$ cat src/hw/game_cfg_pkg.sv
/* Game configuration
   SDRAM memory map, ROM slot ids and default video timing */
package game_cfg_pkg;

    localparam int SDRAM_AW  = 22;
    localparam int NUM_SLOTS = 3;
    localparam int NUM_PROMS = 4;

    // Array index of each slot, lower index wins arbitration
    typedef enum logic [1:0] {
        SLOT_CHAR = 2'd0,
        SLOT_MAP  = 2'd1,
        SLOT_MAIN = 2'd2
    } slot_id_e;

    // Region bases in SDRAM words
    localparam logic [SDRAM_AW-1:0] MAIN_OFFSET = 22'h00_0000;
    localparam logic [SDRAM_AW-1:0] CHAR_OFFSET = 22'h00_C000;
    localparam logic [SDRAM_AW-1:0] MAP_OFFSET  = 22'h00_E000;
    // Loader byte address where the colour PROMs start
    localparam logic [SDRAM_AW-1:0] PROM_START  = 22'h02_0000;

    // 384x262 raster, 256x224 visible
    localparam logic [8:0] H_TOTAL  = 9'd384;
    localparam logic [8:0] H_BLANK  = 9'd128;
    localparam logic [8:0] V_TOTAL  = 9'd262;
    localparam logic [8:0] V_BLANK  = 9'd38;
    localparam logic [8:0] HS_START = 9'd280;
    localparam logic [8:0] VS_START = 9'd232;

endpackage

$ cat src/hw/sdram_pkg.sv
/* SDRAM bus structures
   Slot client requests and responses, SDRAM reads and download writes */
package sdram_pkg;

    // Word address relative to the slot's region
    typedef struct packed {
        logic                                cs;
        logic [game_cfg_pkg::SDRAM_AW-1:0]   addr;
    } slot_req_t;

    typedef struct packed {
        logic           ok;
        logic [15:0]    data;
    } slot_rsp_t;

    typedef struct packed {
        logic                                req;
        logic [game_cfg_pkg::SDRAM_AW-1:0]   addr;
    } sdram_rd_t;

    // mask bit set means that byte lane is left untouched
    typedef struct packed {
        logic                                we;
        logic [game_cfg_pkg::SDRAM_AW-1:0]   addr;
        logic [7:0]                          data;
        logic [1:0]                          mask;
    } prog_wr_t;

endpackage

$ cat src/hw/game_top.sv
/* Game core top level
   Video timer, ROM download router and ROM slot arbiter, char slot held off in VBLANK */
`timescale 1ns/1ps

module game_top #(
    parameter logic [8:0] H_TOTAL  = game_cfg_pkg::H_TOTAL,
    parameter logic [8:0] H_BLANK  = game_cfg_pkg::H_BLANK,
    parameter logic [8:0] V_TOTAL  = game_cfg_pkg::V_TOTAL,
    parameter logic [8:0] V_BLANK  = game_cfg_pkg::V_BLANK,
    parameter logic [8:0] HS_START = game_cfg_pkg::HS_START,
    parameter logic [8:0] VS_START = game_cfg_pkg::VS_START,
    parameter logic [21:0] PROM_START  = game_cfg_pkg::PROM_START,
    parameter logic [21:0] CHAR_OFFSET = game_cfg_pkg::CHAR_OFFSET,
    parameter logic [21:0] MAP_OFFSET  = game_cfg_pkg::MAP_OFFSET,
    parameter logic [21:0] MAIN_OFFSET = game_cfg_pkg::MAIN_OFFSET
) (
    input  logic                                                clk,
    input  logic                                                rst_n,
    input  logic                                                downloading,
    input  logic [21:0]                                         ioctl_addr,
    input  logic [7:0]                                          ioctl_dout,
    input  logic                                                ioctl_wr,
    input  sdram_pkg::slot_req_t [game_cfg_pkg::NUM_SLOTS-1:0]  slot_req,
    output sdram_pkg::slot_rsp_t [game_cfg_pkg::NUM_SLOTS-1:0]  slot_rsp,
    output sdram_pkg::sdram_rd_t                                sdram,
    input  logic                                                sdram_ack,
    input  logic                                                data_rdy,
    input  logic [15:0]                                         data_read,
    output sdram_pkg::prog_wr_t                                 prog,
    output logic [game_cfg_pkg::NUM_PROMS-1:0]                  prom_we,
    output logic [8:0]                                          h,
    output logic [8:0]                                          v,
    output logic                                                lhbl,
    output logic                                                lvbl,
    output logic                                                hs,
    output logic                                                vs,
    output logic                                                pxl_cen
);

    sdram_pkg::slot_req_t [game_cfg_pkg::NUM_SLOTS-1:0] slot_req_gated;

    // Char graphics are only fetched during the active frame
    always_comb begin
        slot_req_gated = slot_req;
        slot_req_gated[game_cfg_pkg::SLOT_CHAR].cs = slot_req[game_cfg_pkg::SLOT_CHAR].cs & lvbl;
    end

    video_timer #(
        .H_TOTAL  (H_TOTAL),
        .H_BLANK  (H_BLANK),
        .V_TOTAL  (V_TOTAL),
        .V_BLANK  (V_BLANK),
        .HS_START (HS_START),
        .VS_START (VS_START)
    ) u_timer (
        .clk   (clk),
        .rst_n (rst_n),
        .cen12 (),
        .cen6  (pxl_cen),
        .cen3  (),
        .h     (h),
        .v     (v),
        .hinit (),
        .lhbl  (lhbl),
        .lvbl  (lvbl),
        .hs    (hs),
        .vs    (vs)
    );

    rom_download #(
        .PROM_START (PROM_START)
    ) u_download (
        .clk         (clk),
        .rst_n       (rst_n),
        .downloading (downloading),
        .ioctl_addr  (ioctl_addr),
        .ioctl_dout  (ioctl_dout),
        .ioctl_wr    (ioctl_wr),
        .sdram_ack   (sdram_ack),
        .prog        (prog),
        .prom_we     (prom_we)
    );

    rom_slot_arbiter #(
        .CHAR_OFFSET (CHAR_OFFSET),
        .MAP_OFFSET  (MAP_OFFSET),
        .MAIN_OFFSET (MAIN_OFFSET)
    ) u_rom (
        .clk         (clk),
        .rst_n       (rst_n),
        .downloading (downloading),
        .slot_req    (slot_req_gated),
        .slot_rsp    (slot_rsp),
        .sdram       (sdram),
        .sdram_ack   (sdram_ack),
        .data_rdy    (data_rdy),
        .data_read   (data_read)
    );

endmodule

$ cat src/hw/rom_download.sv
/* ROM download router
   Game ROM bytes become SDRAM prog writes, colour PROM bytes become PROM strobes */
`timescale 1ns/1ps

module rom_download #(
    parameter logic [game_cfg_pkg::SDRAM_AW-1:0] PROM_START = 22'h02_0000
) (
    input  logic                                 clk,
    input  logic                                 rst_n,
    input  logic                                 downloading,
    input  logic [21:0]                          ioctl_addr,
    input  logic [7:0]                           ioctl_dout,
    input  logic                                 ioctl_wr,
    input  logic                                 sdram_ack,
    output sdram_pkg::prog_wr_t                  prog,
    output logic [game_cfg_pkg::NUM_PROMS-1:0]   prom_we
);

    localparam int SEL_W = $clog2(game_cfg_pkg::NUM_PROMS);

    logic [21:0]      prom_off;
    logic             in_prom;
    logic [SEL_W-1:0] prom_sel;
    logic             we_q;
    logic [21:0]      addr_q;
    logic [7:0]       data_q;
    logic [1:0]       mask_q;

    assign prom_off = ioctl_addr - PROM_START;
    assign in_prom  = ioctl_addr >= PROM_START && prom_off < game_cfg_pkg::NUM_PROMS * 256;
    // Each PROM is 256 bytes
    assign prom_sel = prom_off[8 +: SEL_W];

    always_ff @(posedge clk) begin
        if (!rst_n) begin
            we_q    <= 1'b0;
            prom_we <= '0;
        end else begin
            prom_we <= '0;
            if (we_q && sdram_ack) we_q <= 1'b0;
            if (downloading && ioctl_wr) begin
                if (ioctl_addr < PROM_START) we_q <= 1'b1;
                else if (in_prom)           prom_we[prom_sel] <= 1'b1;
            end
        end
    end

    always_ff @(posedge clk) begin
        if (downloading && ioctl_wr) begin
            data_q <= ioctl_dout;
            if (ioctl_addr < PROM_START) begin
                addr_q <= {1'b0, ioctl_addr[21:1]};
                // Even byte goes to the low lane
                mask_q <= ioctl_addr[0] ? 2'b01 : 2'b10;
            end else begin
                addr_q <= 22'(prom_off[7:0]);
                mask_q <= 2'b11;
            end
        end
    end

    assign prog = '{we: we_q, addr: addr_q, data: data_q, mask: mask_q};

    a_prom_onehot: assert property (@(posedge clk) disable iff (!rst_n) $onehot0(prom_we));
    a_prog_hold: assert property (@(posedge clk) disable iff (!rst_n)
        prog.we && !sdram_ack |=> prog.we);

endmodule

$ cat src/hw/rom_slot_arbiter.sv
/* ROM slot arbiter
   Fixed-priority sharing of one SDRAM read port among cached 16-bit ROM slots */
`timescale 1ns/1ps

module rom_slot_arbiter #(
    parameter logic [game_cfg_pkg::SDRAM_AW-1:0] CHAR_OFFSET = 22'h00_C000,
    parameter logic [game_cfg_pkg::SDRAM_AW-1:0] MAP_OFFSET  = 22'h00_E000,
    parameter logic [game_cfg_pkg::SDRAM_AW-1:0] MAIN_OFFSET = 22'h00_0000
) (
    input  logic                                                clk,
    input  logic                                                rst_n,
    input  logic                                                downloading,
    input  sdram_pkg::slot_req_t [game_cfg_pkg::NUM_SLOTS-1:0]  slot_req,
    output sdram_pkg::slot_rsp_t [game_cfg_pkg::NUM_SLOTS-1:0]  slot_rsp,
    output sdram_pkg::sdram_rd_t                                sdram,
    input  logic                                                sdram_ack,
    input  logic                                                data_rdy,
    input  logic [15:0]                                         data_read
);

    localparam int NS = game_cfg_pkg::NUM_SLOTS;
    localparam int AW = game_cfg_pkg::SDRAM_AW;

    typedef enum logic [1:0] {
        IDLE,
        WAIT_ACK,
        WAIT_DATA
    } state_e;

    state_e                  state;
    game_cfg_pkg::slot_id_e  pick;
    game_cfg_pkg::slot_id_e  sel;
    logic [NS-1:0]           hit;
    logic [NS-1:0]           miss;
    logic [AW-1:0]           cache_addr [NS];
    logic [15:0]             cache_data [NS];
    logic [NS-1:0]           cache_valid;
    logic [AW-1:0]           fetch_addr;
    logic                    req_q;
    logic [AW-1:0]           sdram_addr_q;

    function automatic logic [AW-1:0] slot_offset(input game_cfg_pkg::slot_id_e id);
        case (id)
            game_cfg_pkg::SLOT_CHAR: return CHAR_OFFSET;
            game_cfg_pkg::SLOT_MAP:  return MAP_OFFSET;
            default:                 return MAIN_OFFSET;
        endcase
    endfunction

    // Hits answer straight from the cache registers
    always_comb begin
        for (int i = 0; i < NS; i++) begin
            hit[i]           = slot_req[i].cs && cache_valid[i] &&
                               cache_addr[i] == slot_req[i].addr;
            miss[i]          = slot_req[i].cs && !hit[i];
            slot_rsp[i].ok   = hit[i];
            slot_rsp[i].data = cache_data[i];
        end
    end

    // Scan downwards so the lowest missing index wins
    always_comb begin
        pick = game_cfg_pkg::SLOT_CHAR;
        for (int i = NS - 1; i >= 0; i--) begin
            if (miss[i]) pick = game_cfg_pkg::slot_id_e'(i);
        end
    end

    always_ff @(posedge clk) begin
        if (!rst_n) begin
            state       <= IDLE;
            req_q       <= 1'b0;
            cache_valid <= '0;
        end else begin
            case (state)
                IDLE: begin
                    if (!downloading && |miss) begin
                        req_q <= 1'b1;
                        state <= WAIT_ACK;
                    end
                end
                WAIT_ACK: begin
                    if (sdram_ack) begin
                        req_q <= 1'b0;
                        state <= WAIT_DATA;
                    end
                end
                WAIT_DATA: begin
                    if (data_rdy) begin
                        cache_valid[sel] <= 1'b1;
                        state            <= IDLE;
                    end
                end
                default: state <= IDLE;
            endcase
            // Fresh ROM contents make every cached word stale
            if (downloading) cache_valid <= '0;
        end
    end

    always_ff @(posedge clk) begin
        if (state == IDLE && !downloading && |miss) begin
            sel          <= pick;
            fetch_addr   <= slot_req[pick].addr;
            sdram_addr_q <= slot_offset(pick) + slot_req[pick].addr;
        end
        if (state == WAIT_DATA && data_rdy) begin
            cache_addr[sel] <= fetch_addr;
            cache_data[sel] <= data_read;
        end
    end

    assign sdram = '{req: req_q, addr: sdram_addr_q};

    a_req_hold: assert property (@(posedge clk) disable iff (!rst_n)
        sdram.req && !sdram_ack |=> sdram.req && $stable(sdram.addr));
    // Read data only comes back for the single outstanding request
    a_one_inflight: assert property (@(posedge clk) disable iff (!rst_n)
        data_rdy && !downloading |-> state == WAIT_DATA);

endmodule

$ cat src/hw/video_timer.sv
/* Video timer
   Pixel clock enables from the 48 MHz clock, H/V counters, blanking and syncs */
`timescale 1ns/1ps

module video_timer #(
    parameter logic [8:0] H_TOTAL  = 9'd384,
    parameter logic [8:0] H_BLANK  = 9'd128,
    parameter logic [8:0] V_TOTAL  = 9'd262,
    parameter logic [8:0] V_BLANK  = 9'd38,
    parameter logic [8:0] HS_START = 9'd280,
    parameter logic [8:0] VS_START = 9'd232
) (
    input  logic       clk,
    input  logic       rst_n,
    output logic       cen12,
    output logic       cen6,
    output logic       cen3,
    output logic [8:0] h,
    output logic [8:0] v,
    output logic       hinit,
    output logic       lhbl,
    output logic       lvbl,
    output logic       hs,
    output logic       vs
);

    logic [3:0] div;
    logic [8:0] h_nxt;
    logic [8:0] v_nxt;

    always_ff @(posedge clk) begin
        if (!rst_n) div <= 4'd0;
        else        div <= div + 4'd1;
    end

    // 12, 6 and 3 MHz enables, nested so cen3 implies cen6 implies cen12
    assign cen12 = &div[1:0];
    assign cen6  = &div[2:0];
    assign cen3  = &div;

    always_comb begin
        h_nxt = h + 9'd1;
        v_nxt = v;
        if (h == H_TOTAL - 9'd1) begin
            h_nxt = 9'd0;
            v_nxt = (v == V_TOTAL - 9'd1) ? 9'd0 : v + 9'd1;
        end
    end

    // Flags are decoded from the next count so they line up with h and v
    always_ff @(posedge clk) begin
        if (!rst_n) begin
            h     <= 9'd0;
            v     <= 9'd0;
            hinit <= 1'b1;
            lhbl  <= 1'b1;
            lvbl  <= 1'b1;
            hs    <= 1'b0;
            vs    <= 1'b0;
        end else if (cen6) begin
            h     <= h_nxt;
            v     <= v_nxt;
            hinit <= h_nxt == 9'd0;
            lhbl  <= h_nxt < H_TOTAL - H_BLANK;
            lvbl  <= v_nxt < V_TOTAL - V_BLANK;
            hs    <= h_nxt >= HS_START && h_nxt < HS_START + 9'd32;
            vs    <= v_nxt >= VS_START && v_nxt < VS_START + 9'd4;
        end
    end

    a_h_range: assert property (@(posedge clk) disable iff (!rst_n) h < H_TOTAL);
    a_cen_nest: assert property (@(posedge clk) disable iff (!rst_n) cen6 |-> cen12);

endmodule

$ cat config.mk
export PLATFORM = sky130hd
export DESIGN_NAME = game_top
export DESIGN_NICKNAME = d
export VERILOG_FILES = /design/src/hw/game_cfg_pkg.sv /design/src/hw/sdram_pkg.sv /design/src/hw/game_top.sv /design/src/hw/rom_download.sv /design/src/hw/rom_slot_arbiter.sv /design/src/hw/video_timer.sv
export SDC_FILE = /design/constraint.sdc
export NUM_CORES = 1
export LEC_CHECK = 0
export BUFFER_PORTS_ARGS = -buffer_cell sky130_fd_sc_hd__buf_2
export CAP_MARGIN = 20
export CELL_PAD_IN_SITES_DETAIL_PLACEMENT = 1
export CELL_PAD_IN_SITES_GLOBAL_PLACEMENT = 1
export CORE_UTILIZATION = 46
export CTS_BUF_LIST = sky130_fd_sc_hd__clkbuf_8
export DETAILED_ROUTE_END_ITERATION = 12
export GPL_TIMING_DRIVEN = 0
export PLACE_DENSITY_LB_ADDON = 0.1
export SYNTH_ARGS = -nofsm -noshare
export SYNTH_HDL_FRONTEND = slang
export SYNTH_SLANG_ARGS = --single-unit
$ cat constraint.sdc
create_clock -name clk -period 18.1 [get_ports clk]
set_clock_uncertainty 0.2 [all_clocks]
set_input_delay 0.905 -clock clk [delete_from_list [all_inputs] [get_ports clk]]
set_output_delay 0.905 -clock clk [all_outputs]
set_load 0.05 [all_outputs]
# After elaboration in Yosys (flattened, before gate mapping)
# Memory sizes are Yosys's and may differ from the RTL's.
# Cells that the tools add are included.
[classes]
eq_ne = 11
mux = 28
magnitude_cmp = 14
n_bitwise = 5
mul = 0
div_mod_pow = 0
n_reduce_logical = 34
shift = 0
n_addsub = 5
[ops]
columns = ["cell", "n"]
rows = [
  ["22-bit equality test", 3],
  ["23-bit binary-select mux with 2-bit select", 1],
  ["22-bit two-way mux", 2],
  ["16-bit case mux with 2 select lines", 1],
  ["9-bit two-way mux", 3],
  ["22-bit adder", 1],
  ["22-bit by 18-bit greater-or-equal comparator with 1-bit output, second input constant", 1],
  ["22-bit by 11-bit < comparator with 1-bit output, second input constant", 1],
  ["22-bit by 18-bit < comparator with 1-bit output, second input constant", 1],
  ["22-bit by 18-bit subtractor with 22-bit output, second input constant", 1],
  ["1-bit logical AND", 20],
  ["9-bit by 1-bit adder with 9-bit output, second input constant", 2],
  ["9-bit equality test, second input constant", 2],
  ["9-bit by 8-bit < comparator with 1-bit output, second input constant", 2],
  ["9-bit < comparator, second input constant", 2],
  ["2-bit two-way mux", 7],
  ["9-bit by 8-bit greater-or-equal comparator with 1-bit output, second input constant", 1],
  ["9-bit greater-or-equal comparator, second input constant", 1],
  ["2-bit by 3-bit < comparator with 1-bit output, second input constant", 3],
  ["1-bit two-way mux", 9],
  ["3-bit AND reduction", 3],
  ["8-bit two-way mux", 1],
  ["2-bit case mux with 3 select lines", 1],
  ["4-bit by 1-bit adder with 4-bit output, second input constant", 1],
  ["other kinds (17)", 27],
]
[word_totals]
regBits = 115
rom_bits = 0
mem_count = 2
latchBits = 0
input_bits = 121
ram_bits = 114
elab_cells = 118
[mem_list]
columns = ["name", "depth", "word_bits", "read_ports", "rd_clocked_by_memory_dff", "wr", "line_no", "text"]
rows = [
  ["u_rom.cache_addr", 3, 22, 3, 0, 1, "rom_slot_arbiter.sv:35", "logic [AW-1:0] cache_addr [NS];"],
  ["u_rom.cache_data", 3, 16, 3, 0, 1, "rom_slot_arbiter.sv:36", "logic [15:0] cache_data [NS];"],
]

# Depth between registers and ports, before layout
# Gate-level depths: netlist of run 1.
# An unclocked memory read counts as a cell.
[logic_depth]
ltp_word = 12
depth_mapped = 16
mapped_depth_nobuf = 14

# Cells and area by module
# Synthesis of run 1 repeated with hierarchy kept, for this count alone.
[unflattened]
cells_unflattened = 679
hier_area_um2 = 9330.2
[modules_own_cells]
columns = ["module", "area_per_inst_um2", "cells_per_inst", "n_inst"]
rows = [
  ["rom_slot_arbiter", 6386.1, 408, 1],
  ["video_timer", 1535.2, 190, 1],
  ["rom_download", 1402.6, 80, 1],
  ["game_top", 6.3, 1, 1],
]

# Least setup slack after synthesis of run 1
# Ideal clock, no wire load.
[synth_timing]
kind = "input to register"
from = "input slot_req[3] in the netlist's numbering"
to = "register u_rom.fetch_addr[13] (enable)"
arrival_time_ns = 7.196
n_path_buf = 0
setup_ns = 0.611
path_stages = 6
t_required_ns = 17.289
path_slack_ns = 10.092
cell_sequence = "xnor2_1 nand4_1 or4_4 o311a_4 and2b_2 a2111oi_0"
[synth_via]
elab_chain_len = 6
[synth_rtl]
columns = ["item", "line_no", "text"]
rows = [
  ["start: declaration", "game_top.sv:23", "input sdram_pkg::slot_req_t [game_cfg_pkg::NUM_SLOTS-1:0] slot_req,"],
  ["22-bit equality test", "rom_slot_arbiter.sv:54", "cache_addr[i] == slot_req[i].addr;"],
  ["1-bit logical AND", "rom_slot_arbiter.sv:53", "hit[i] = slot_req[i].cs && cache_valid[i] &&"],
  ["1-bit logical NOT", "rom_slot_arbiter.sv:55", "miss[i] = slot_req[i].cs && !hit[i];"],
  ["1-bit logical AND", "rom_slot_arbiter.sv:55", ""],
  ["3-bit OR reduction", "rom_slot_arbiter.sv:102", "if (state == IDLE && !downloading && |miss) begin"],
  ["1-bit logical AND", "rom_slot_arbiter.sv:102", ""],
  ["end signal: assignment", "rom_slot_arbiter.sv:104", "fetch_addr <= slot_req[pick].addr;"],
  ["end: declaration", "rom_slot_arbiter.sv:38", "logic [AW-1:0] fetch_addr;"],
]
# No other way between the ends.
# A chain may end at the register's enable or synchronous reset.

# Final worst setup path of run 1
[layout_timing]
from = "input slot_req[62] in the netlist's numbering"
to = "register u_rom.sdram_addr_q[21] (data pin)"
[layout_via]
elab_chain_len = 11
word_cells_on_any_way = 14
[layout_rtl]
columns = ["item", "line_no", "text"]
rows = [
  ["22-bit equality test", "rom_slot_arbiter.sv:54", ""],
  ["1-bit logical AND", "rom_slot_arbiter.sv:53", ""],
  ["1-bit logical NOT", "rom_slot_arbiter.sv:55", ""],
  ["1-bit logical AND", "rom_slot_arbiter.sv:55", ""],
  ["2-bit two-way mux (3 in a row)", "rom_slot_arbiter.sv:65", "if (miss[i]) pick = game_cfg_pkg::slot_id_e'(i);"],
  ["2-bit by 1-bit equality test with 1-bit output / 2-bit logical NOT (equally long branches)", "rom_slot_arbiter.sv:43", "case (id)"],
  ["16-bit case mux with 2 select lines", "rom_slot_arbiter.sv:43", ""],
  ["22-bit two-way mux", "rom_slot_arbiter.sv:102", ""],
  ["22-bit adder *", "rom_slot_arbiter.sv:105", "sdram_addr_q <= slot_offset(pick) + slot_req[pick].addr;"],
  ["end signal: assignment", "rom_slot_arbiter.sv:105", ""],
  ["end: declaration", "rom_slot_arbiter.sv:40", "logic [AW-1:0] sdram_addr_q;"],
]
# Every way passes the cells marked *; elsewhere a longest branch is shown, timed or not. The select of a mux whose other input is x is not followed.

==> run summary, run 1 <==
Dominant synthesized flop cell = edfxtp_1
Starting Density = 47.4%
Routed via count = 6310
H-Tree Depth = 2
Final core area utilization = 60.5%
Setup TNS Final = 0 ns
Library cells used by synthesis = 56
Status = finished clean
Worst hold path class = flip-flop to flip-flop
Post_cts resized = 0
Net count, final = 1077
DIE AREA = 20000 um^2
Fin crit period = 4.96 ns
Later-pin clock latency in the skew report = 0.53 ns
Crit path launch type = input pin
Critical path, cell by cell = buf_2 -> xor2_1 -> or4_1 -> nor4_2 -> a21bo_2 -> nand2b_2 -> buf_6 -> clkbuf_1 -> a21oi_1 -> ha_1 -> fa_1 -> a21oi_1 -> nor2_2 -> nand4_1 -> xnor2_1
Crit end category = flip-flop
Fill cells = 1989
CP max stage cell = clkbuf_1
Syn avg cell area = 14.2 um^2
Static Leak = 0.00450 uW
Wirelength, routed = 24400 um
First-pass GRT wire length = 36700 um
CTS tree = built
Largest net degree at the start of global routing = 33
P per Cell Area = 92.3 nW/um^2
Seq cells post-synth = 214
Worst Path Required = 18.15 ns
Longest Clk Path Bufs = 3
Post-Synthesis Cells = 629
Yosys warns = 0
Dpl hpwl = 18500 um
WL/cell = 19.8 um
Crit path top cell by count = a21oi_1
Seq pwr share = 53.0%
Clock Power Share = 36.2%
Worst path bufs/invs = 3
Share of the synthesized area in the top cell type = 59.7%
Top-level port count = 255
Async set-reset flop share out of synthesis = 0%
Worst-path fanout max = 12
Placer Congestion = 0.837
Tot GR Track Use = 24.5%
Worst-path clk slew = 0.06 ns
Kind of cell adding the most delay to the critical path = simple AND/OR/NAND/NOR gates
Number of synthesized flops with an enable pin = 178
FP Rows = 50
Total Power = 1060 uW
Switch share = 25.7%
Max VDD drop = 0.0000673 V
Overflow after GRT = 0
RSZ-0062 raised after global routing = false
Design area = 11400 um^2
First-pass iteration count of the detailed router = 5
Final setup fails = 0
Clock Tree Root = clkbuf_8
Core region area = 18900 um^2
WHS = 0.233 ns
Post-synthesis sequential area ratio = 67.7%
Actual slew at the worst max-slew pin = 0.925 ns
Vias/cell = 5.12
Slew Limit Fails = 0
Drt drc = 0
Max Clk Rate = 0.202 GHz
Post-route antenna net violation count = 0
Yosys top cell by area = edfxtp_1
Initial antenna violation count = 2
Number of DRC violations after detailed-routing iteration 0 = 328
Vias in the first global route = 6690
Gate power share = 10.9%
Total of max-cap violations = 0
Max_slew headroom = 37.8%
Top cells by area, synth = edfxtp_1, dfxtp_1, xnor2_1
CTS Buf Count = 37
Period Utilization, post-route = 27.4%
Die Y = 142 um
Cell Int Power = 784 uW
Kind of critical path = input pin to flip-flop
CP peak stage delay = 0.70 ns
I/O Buffers = 253
Area Growth Syn to Fin = 27.7%
Share of cells above drive strength 1 = 37.5%
Cell Area, Synth = 8950 um^2
NetSw = 271 uW
CP arrival = 5.00 ns
Post-CTS setup buffers = 0
Cts hold-fix bufs = 0
DP Area = 10800 um^2
Die width = 142 um
Clk sinks = 214
Final Hold Viols = 0
layout by cell type, fill, tap and decap left out, types with 9 or more instances in the layout:
master and instances:
buf_2 256, o21ai_0 9, clkbuf_8 38, inv_1 28, nand2_1 26, nor2b_1 15, mux2i_1 21, xnor2_1 42
xor2_1 40, nor3_1 10, dfxtp_1 36, a21oi_1 30, clkinv_1 9, clkbuf_1 12, edfxtp_1 178, nor2_1 29
mux2_2 11, buf_6 13, nand4_1 15, buf_4 21, and2_1 24, nand3_1 9, nor4_1 12, ha_1 9
cells in the mapped netlist, types with 2 or more instances:
library cell  instances
edfxtp_1            178
nand4_1              15
buf_4                16
nor2_1               29
or4_1                 2
nand2b_1              5
a21o_1                3
and3_1                5
dfxtp_1              36
clkbuf_1             12
o22ai_1               2
nor2b_1              15
a21boi_0              4
nor3_1               11
inv_1                16
mux2_2               11
nor3b_1               8
o2111ai_1             2
nand2_1              26
nor4_1               12
xnor2_1              42
buf_6                 2
ha_1                  9
or3_1                 2
a221o_2               2
nor4_2                2
a21oi_1              30
o21ai_0               9
nand3b_1              2
nand3_1               9
mux2i_1              21
o21a_1                4
xor2_1               40
a2111oi_0             2
and2_1               24
metrics by stage:
stage | worst slack, ns | cells
6_report | 13.14 | 1233
5_1_grt | 13.03 | 1232
3_3_place_gp | 6.00 | 1147
3_5_place_dp | 12.58 | 1165
4_1_cts | 13.16 | 1229
2_1_floorplan | 10.09 | 634
metal layers:
metal	part of all wire (%)	up-vias	GRT usage [%]
li1	-	2933	-
met1	40	3071	29.3
met2	51	254	43.6
met3	6.8	52	5.33
met4	2.6	0	8.55
met5	0	-	0
layout make-up:
cell class                      count  area [um^2]  share of cell area (%)
Timing Repair Buffer              273         1480                    12.9
Tap cell                          260          325                    2.84
Multi-Input combinational cell    372         2670                    23.4
Buffer                             32          196                    1.72
Inverter                           16         60.1                   0.525
Antenna cell                        2         5.00                  0.0438
Sequential cell                   214         6070                    53.0
Clock inverter                     26          108                   0.941
Clock buffer                       38          523                    4.57
logic make-up (layout without fill, tap and decap cells):
| family | Yosys count | count (layout) | share of synthesized area, % |
|---|---|---|---|
| and+or+nand+nor | 176 | 176 | 11.1 |
| AOI/OAI and AO/OA | 65 | 65 | 4.86 |
| DFF | 214 | 214 | 67.7 |
| xor gates and xnor gates | 82 | 82 | 8.02 |
| adders and majority gates | 10 | 10 | 1.48 |
| buffers and inverters | 48 | 385 | 2.86 |
| other | 1 | 8 | 0.0419 |
| muxes | 33 | 33 | 3.90 |
registers in the layout, summed over array words and instances, names as in the netlist:
signal              count
u_rom.state             2
u_timer.div             3
u_download.data_q       8
u_rom.sel               2
u_rom.req_q             1
u_rom.cache_addr       66
u_timer.v               9
u_timer.lvbl            1
u_rom.fetch_addr        9
u_rom.cache_valid       3
u_download.prom_we      4
u_timer.hs              1
u_timer.lhbl            1
u_rom.cache_data       48
u_rom.sdram_addr_q     22
u_timer.vs              1
u_download.mask_q       2
u_download.we_q         1
u_timer.h               9
u_download.addr_q      21
worst paths after layout:
check | slack, ns | cells after the start | endpoint | startpoint
worst max-delay path | 13.14 | 15 | u_rom.sdram_addr_q[21]$_DFFE_PP_ | slot_req[62]
worst min-delay path | 0.23 | 1 | u_timer.div[0]$_SDFF_PN0_ | u_timer.div[0]$_SDFF_PN0_
worst max register to register | 13.30 | 14 | u_rom.sdram_addr_q[21]$_DFFE_PP_ | u_rom.cache_addr[2][16]$_DFFE_PP_
worst min register to register | 0.23 | 1 | u_timer.div[0]$_SDFF_PN0_ | u_timer.div[0]$_SDFF_PN0_
power groups by stage:
stage               Clock [uW]  Combinational, uW  Sequential (uW)
finish                     382                115              559
floorplan                    0               44.7              594
global route               413                121              560
global placement             0                109              570
CTS                        394                115              559
detailed placement           0                114              569
Power figures use the tool's default switching activity.
==> run 2, diff against run 1 <==
CORE_UTILIZATION = 43   (was 46)
clock period = 4.8 ns   (was 18.1 ns; I/O delays follow)
==> run 2 against run 1 <==
Net effect: design area rose by 7.9%; hold slack worse by 0.21 ns; clock power grew to 4.0 times the previous value; sequential power rose to 3.8 times the previous value; critical path type unchanged; die area up 6.9%; critical path depth is 2 higher; non-clock buffer count grew 77; combinational power rose to 4.3 times the previous value; setup slack got worse by 13 ns.
==> run summary, run 2 (synthesis results as in run 1) <==
Reg area = 6070 um^2 (unchanged)
Met1 GRT Util = 29.0% (-0.29 points)
Fill cells = 2151 (+8.1%)
DIE AREA = 21400 um^2 (+6.9%)
Wirelength, routed = 26000 um (+6.4%)
Worst-path fanout max = 19 (+7)
I/O Buffers = 253 (unchanged)
Max_slew headroom = 13.3% (-24 points)
Fin crit period = 4.59 ns
Status = finished clean
R2r worst-path depth = 15 (+1)
Period Utilization, post-route = 95.6%
Starting Density = 44.1% (-3.3 points)
CP arrival = 4.64 ns (-0.36 ns)
WL/cell = 19.6 um (-0.95%)
Clock Power Share = 37.0% (+0.8 points)
Switch share = 25.2% (-0.49 points)
Most frequent cells in the layout = buf_2, edfxtp_1, dlygate4sd3_1
Net count, final = 1154 (+7.1%)
Placer Congestion = 0.811 (-3.0%)
Crit end category = flip-flop
CTS tree = built
Cell Int Power = 3090 uW (+290%)
Longest Clk Path Bufs = 3 (unchanged)
Largest reg by FF count = u_rom.cache_addr
Share of cells above drive strength 1 = 34.9% (-2.6 points)
CTS Buf Count = 37 (unchanged)
Placed cells = 1173 (+0.69%)
Final Hold Viols = 0 (unchanged)
Met3 GRT Util = 5.25% (-0.082 points)
Overflow after GRT = 0 (unchanged)
Commonest non-fill, non-tap cell in the layout = buf_2
Largest net degree at the start of global routing = 33 (unchanged)
Die width = 146 um (+3.4%)
FP Rows = 52 (+4.0%)
Worst r2r dst = u_rom.sdram_addr_q[20]$_DFFE_PP_
Seq pwr share = 51.0% (-2.0 points)
Kind of critical path = input pin to flip-flop
CP max stage cell = clkbuf_1
Total of max-cap violations = 0 (unchanged)
Drt drc = 0 (unchanged)
Worst hold path class = input pin to flip-flop
Post-route non-filler standard cell count = 1325 (+7.5%)
Critical path, cell by cell = dlygate4sd3_1 -> buf_2 -> xor2_1 -> or4_1 -> nor4_2 -> a21bo_2 -> nand2b_2 -> buf_6 -> clkbuf_1 -> nor2_1 -> a21oi_2 -> ha_1 -> a21o_1 -> a21oi_1 -> nor2_1 -> nand4_1 -> xnor2_1
Area Growth Syn to Fin = 37.8%
Worst r2r src = u_rom.cache_addr[2][5]$_DFFE_PP_
Clock Tree Root = clkbuf_8
Total Power = 4140 uW (+290%)
Crit path top cell by count = nor2_1
Biggest regs = u_rom.cache_addr (66), u_rom.cache_data (48), u_rom.sdram_addr_q (22)
Actual slew at the worst max-slew pin = 1.27 ns (+0.343 ns)
Met2 usage = 44.3% (+0.67 points)
Initial antenna violation count = 4 (+2)
Max reg flops = 66 (unchanged)
Post-route antenna net violation count = 0 (unchanged)
Routed via count = 6567 (+4.1%)
Die Y = 146 um (+3.4%)
Worst-path clk slew = 0.06 ns (about the same)
Slew Limit Fails = 0 (unchanged)
Worst Path Required = 4.85 ns (-13.30 ns)
Vias in the first global route = 7226 (+8.0%)
CP peak stage delay = 0.58 ns (-0.12 ns)
Top-level port count = 255 (unchanged)
NetSw = 1040 uW (+280%)
Gate power share = 12.0% (+1.1 points)
First-pass GRT wire length = 40000 um (+8.9%)
Worst Setup EP = u_rom.sdram_addr_q[20]$_DFFE_PP_
First-pass iteration count of the detailed router = 4 (-1)
Crit path from = slot_req[51]
P per Cell Area = 335 nW/um^2 (+260%)
Vias/cell = 4.96 (-3.2%)
Final setup fails = 0 (unchanged)
R2R Setup Slk = 0.23 ns (-13.07 ns)
Later-pin clock latency in the skew report = 0.52 ns (about the same)
GR peak layer = met2
Static Leak = 0.00487 uW (+8.2%)
Post-CTS setup buffers = 0 (unchanged)
Core region area = 20300 um^2 (+7.4%)
RSZ-0062 raised after global routing = false
H-Tree Depth = 2 (unchanged)
Clk sinks = 214 (unchanged)
Max Clk Rate = 0.218 GHz
Max VDD drop = 0.000198 V (+190%)
Dpl hpwl = 18100 um (-2.3%)
Crit path launch type = input pin
Number of DRC violations after detailed-routing iteration 0 = 215 (-34%)
Area of the multi-input gates = 2690 um^2 (+0.84%)
Tot GR Track Use = 24.6% (+0.17 points)
-- run 2: cell count changes in the layout (fill, tap and decap cells not counted), sizes merged, moves of 3 or more --
cell         previous run  this run
diode                   2         5
clkinv                 13        10
buf                   293       290
dlygate4sd3             0        81
-- run 2: routing by layer --
metal,share of wire [%],vias to the layer above,routed length (um)
met1,40,3219,10300
met3,6.1,40,1580
met4,2.5,0,641
met2,52,222,13400
li1,-,3086,-
met5,0,-,0
-- run 2: worst min-delay path by stage --
stage	depth (start not counted)	startpoint	slack [ns]	to
finish	3	slot_req[59]	0.02	u_rom.fetch_addr[13]$_DFFE_PP_
global route	3	ioctl_addr[18]	0.006	u_download.addr_q[7]$_DFFE_PP_
CTS	3	slot_req[59]	0.002	u_rom.fetch_addr[13]$_DFFE_PP_
detailed placement	1	u_timer.div[0]$_SDFF_PN0_	0.22	u_timer.div[0]$_SDFF_PN0_
global placement	1	u_timer.div[0]$_SDFF_PN0_	0.21	u_timer.div[0]$_SDFF_PN0_
floorplan	1	ioctl_addr[8]	0.11	u_download.prom_we[2]$_SDFF_PP0_
-- run 2: power groups by stage --
stage	Clock (uW)	Sequential, uW	Combinational, uW
6_report	1530	2110	496
2_1_floorplan	0	2240	169
4_1_cts	1570	2110	492
3_3_place_gp	0	2140	412
3_5_place_dp	0	2150	432
5_1_grt	1650	2110	527
-- run 2: metrics by stage --
step,hold WS (ns),setup TNS (ns),instance area [um^2],setup slack [ns],util [%]
2_1_floorplan,0.112,0,8980,0.622,-
3_3_place_gp,0.209,-206.54,10600,-1.60,52.1
3_5_place_dp,0.216,0,10800,0.0483,53.2
4_1_cts,0.00230,0,12300,0.00835,60.5
5_1_grt,0.00564,0,12300,0.0474,60.8
6_report,0.0245,0,12300,0.210,60.8
-- run 2: timing repair --
| item | in CTS | in global routing |
|---|---|---|
| hold endpoints to repair | 103 | 0 |
| gates resized for setup | 0 | 5 |
| hold buffers | 81 | 0 |
| endpoints found under the setup margin | 0 | 5 |
-- run 2: area by class of cell --
type / instances / share of cell area [%]
antenna: 5 / 0.101
buffer: 30 / 1.53
clock buffer: 40 / 4.46
clock inverter: 26 / 1.06
inverter: 16 / 0.487
multi-input combinational: 372 / 21.8
sequential: 214 / 49.2
tap: 270 / 2.74
timing repair buffer: 352 / 18.6
-- run 2: critical path: cells and delay by family --
kind | cells | cell delay [ns]
adder cells (fa/ha/maj) | 1 | 0.27
AND/OR/NAND/NOR | 6 | 1.46
buffers and inverters | 4 | 1.49
XOR/XNOR | 2 | 0.25
AO/OA/AOI/OAI | 4 | 0.92
==> run 3, diff against run 2 <==
CORE_UTILIZATION = 46   (was 43)
clock period = 5.9 ns   (was 4.8 ns; I/O delays follow)
==> run 3 against run 2 <==
Net effect: design area decreased by 2.1%; non-clock buffer count is 15 lower; cell count is 2.3% lower; critical path depth shrank 2; combinational power is 21% lower; first-iteration DRC count grew 59%; wire length grew 4.3%; sequential cell count unchanged; sequential power decreased by 18%; setup slack improved by 0.91 ns; clock-buffer cell count decreased by 1; via count up 1.1%.
==> run summary, run 3 (synthesis results as in run 1) <==
Later-pin clock latency in the skew report = 0.52 ns (about the same)
CP max stage cell = or4_4
Worst slack, placed = 1.15 ns (+1.11 ns)
Initial antenna violation count = 1 (-3)
Worst path bufs/invs = 2 (-2)
I/O Buffers = 253 (unchanged)
WHS = 0.0174 ns (-0.00704 ns)
Max_slew headroom = 28.2% (+15 points)
Actual slew at the worst max-slew pin = 1.05 ns (-0.218 ns)
Critical path, cell by cell = xnor2_1 -> nand4_1 -> or4_4 -> o311a_4 -> nor2_4 -> buf_6 -> buf_2 -> mux2i_1 -> a21oi_1 -> ha_1 -> fa_1 -> a21oi_1 -> nor2_2 -> nand4_1 -> xnor2_1
Wirelength, routed = 27100 um (+4.3%)
Die width = 142 um (-3.3%)
Longest Clk Path Bufs = 3 (unchanged)
Largest reg by FF count = u_rom.cache_addr
Biggest regs = u_rom.cache_addr (66), u_rom.cache_data (48), u_rom.sdram_addr_q (22)
Most frequent cells in the layout = buf_2, edfxtp_1, dlygate4sd3_1
First-pass iteration count of the detailed router = 4 (unchanged)
Cts hold-fix bufs = 63 (-22%)
Worst hold path class = input pin to flip-flop
Uppermost routed layer = met4
Net count, final = 1139 (-1.3%)
Hold Path Origin = slot_req[5]
Final Hold Viols = 0 (unchanged)
Routed via count = 6639 (+1.1%)
Kind of cell adding the most delay to the critical path = simple AND/OR/NAND/NOR gates
First-pass GRT wire length = 40500 um (+1.2%)
Max reg flops = 66 (unchanged)
Overflow after GRT = 0 (unchanged)
Area Growth Syn to Fin = 34.9%
Total of max-cap violations = 0 (unchanged)
CP peak stage delay = 0.50 ns (-0.08 ns)
Post-route antenna net violation count = 0 (unchanged)
Commonest non-fill, non-tap cell in the layout = buf_2
Worst r2r src = u_rom.cache_addr[0][3]$_DFFE_PP_
CTS tree = built
P per Cell Area = 273 nW/um^2 (-18%)
Crit path launch type = flip-flop
Final WS setup = 1.12 ns (+0.907 ns)
Starting Density = 47.4% (+3.3 points)
Worst-path clk slew = 0.06 ns (about the same)
Clock Tree Root = clkbuf_8
Max VDD drop = 0.000147 V (-26%)
DIE AREA = 20000 um^2 (-6.4%)
Largest net degree at the start of global routing = 33 (unchanged)
CP arrival = 4.85 ns (+0.21 ns)
Post-CTS setup buffers = 0 (unchanged)
RSZ-0062 raised after global routing = false
Final setup fails = 0 (unchanged)
Slew Limit Fails = 0 (unchanged)
Post_cts resized = 0 (unchanged)
Status = finished clean
Period Utilization, post-route = 81.1%
Share of cells above drive strength 1 = 35.1% (+0.28 points)
DR WL met3 = 1630 um (+3.1%)
Drt drc = 0 (unchanged)
Max Clk Rate = 0.209 GHz
Die Y = 142 um (-3.3%)
Fin crit period = 4.78 ns
Placer Congestion = 0.841 (+3.7%)
Vias in the first global route = 7343 (+1.6%)
Tot GR Track Use = 27.1% (+2.5 points)
Number of DRC violations after detailed-routing iteration 0 = 341 (+59%)
Dpl hpwl = 18900 um (+4.2%)
Worst-path fanout max = 10 (-9)
Worst Path Required = 5.97 ns (+1.12 ns)
Top-level port count = 255 (unchanged)
Clk sinks = 214 (unchanged)
Kind of critical path = flip-flop to flip-flop
H-Tree Depth = 2 (unchanged)
WL met2 = 14300 um (+6.5%)
Core region area = 18900 um^2 (-6.9%)
DRT met1 WL = 10200 um (-0.76%)
R2R Setup Slk = 1.12 ns (+0.89 ns)
Static Leak = 0.00478 uW (-1.9%)
CTS Buf Count = 37 (unchanged)
WL/cell = 20.9 um (+6.8%)
Crit path from = u_rom.cache_addr[0][3]$_DFFE_PP_
FP Rows = 50 (-3.8%)
Crit end category = flip-flop
Vias/cell = 5.13 (+3.5%)
==> run 3: layout make-up <==
cell class / instances / area (um^2)
Clock buffer: 39 / 537
Buffer: 32 / 196
Timing Repair Buffer: 335 / 2120
Sequential cell: 214 / 6070
Tap cell: 260 / 325
Fill cell: 1969 / 6810
Antenna cell: 1 / 2.50
Clock inverter: 25 / 101
Multi-Input combinational cell: 372 / 2670
Inverter: 16 / 60.1
==> run 3: where the power goes <==
part	total, uW	internal, uW	switching [uW]	leakage [uW]
logic	390	144	246	0.00249
registers	1720	1690	23.0	0.00191
clock network	1190	608	587	0.000382
total	3300	2440	856	0.00478
==> run 3: final timing paths <==
check        depth (start not counted)                               end
max                                 15  u_rom.sdram_addr_q[21]$_DFFE_PP_
min                                  3   u_rom.sdram_addr_q[5]$_DFFE_PP_
max reg2reg                         15  u_rom.sdram_addr_q[21]$_DFFE_PP_
min reg2reg                          1         u_timer.div[0]$_SDFF_PN0_
==> run 3: worst reg2reg max path: stages, from the launching register on <==
cell and delay [ns]:
edfxtp_1 0.38, xnor2_1 0.34, nand4_1 0.15, or4_4 0.50, o311a_4 0.43, nor2_4 0.17
buf_6 0.22, buf_2 0.44, mux2i_1 0.28, a21oi_1 0.14, ha_1 0.31, fa_1 0.41
a21oi_1 0.20, nor2_2 0.07, nand4_1 0.20, xnor2_1 0.09
==> run 3: per-layer routing <==
metal / vias to the layer above / GRT usage, %
li1: 3042 / -
met4: 0 / 11.3
met1: 3270 / 30.5
met2: 263 / 49.6
met5: - / 0
met3: 64 / 5.97
==> run 3: stage by stage <==
| step | TNS, ns | cells | utilization (%) | cell area (um^2) | power, uW |
|---|---|---|---|---|---|
| 2_1_floorplan | 0 | 634 | - | 8970 | 1960 |
| 3_3_place_gp | -128.46 | 1147 | 55.9 | 10600 | 2080 |
| 3_5_place_dp | 0 | 1164 | 57.0 | 10800 | 2100 |
| 4_1_cts | 0 | 1291 | 63.7 | 12000 | 3320 |
| 5_1_grt | 0 | 1294 | 63.9 | 12100 | 3420 |
| 6_report | 0 | 1294 | 63.9 | 12100 | 3300 |
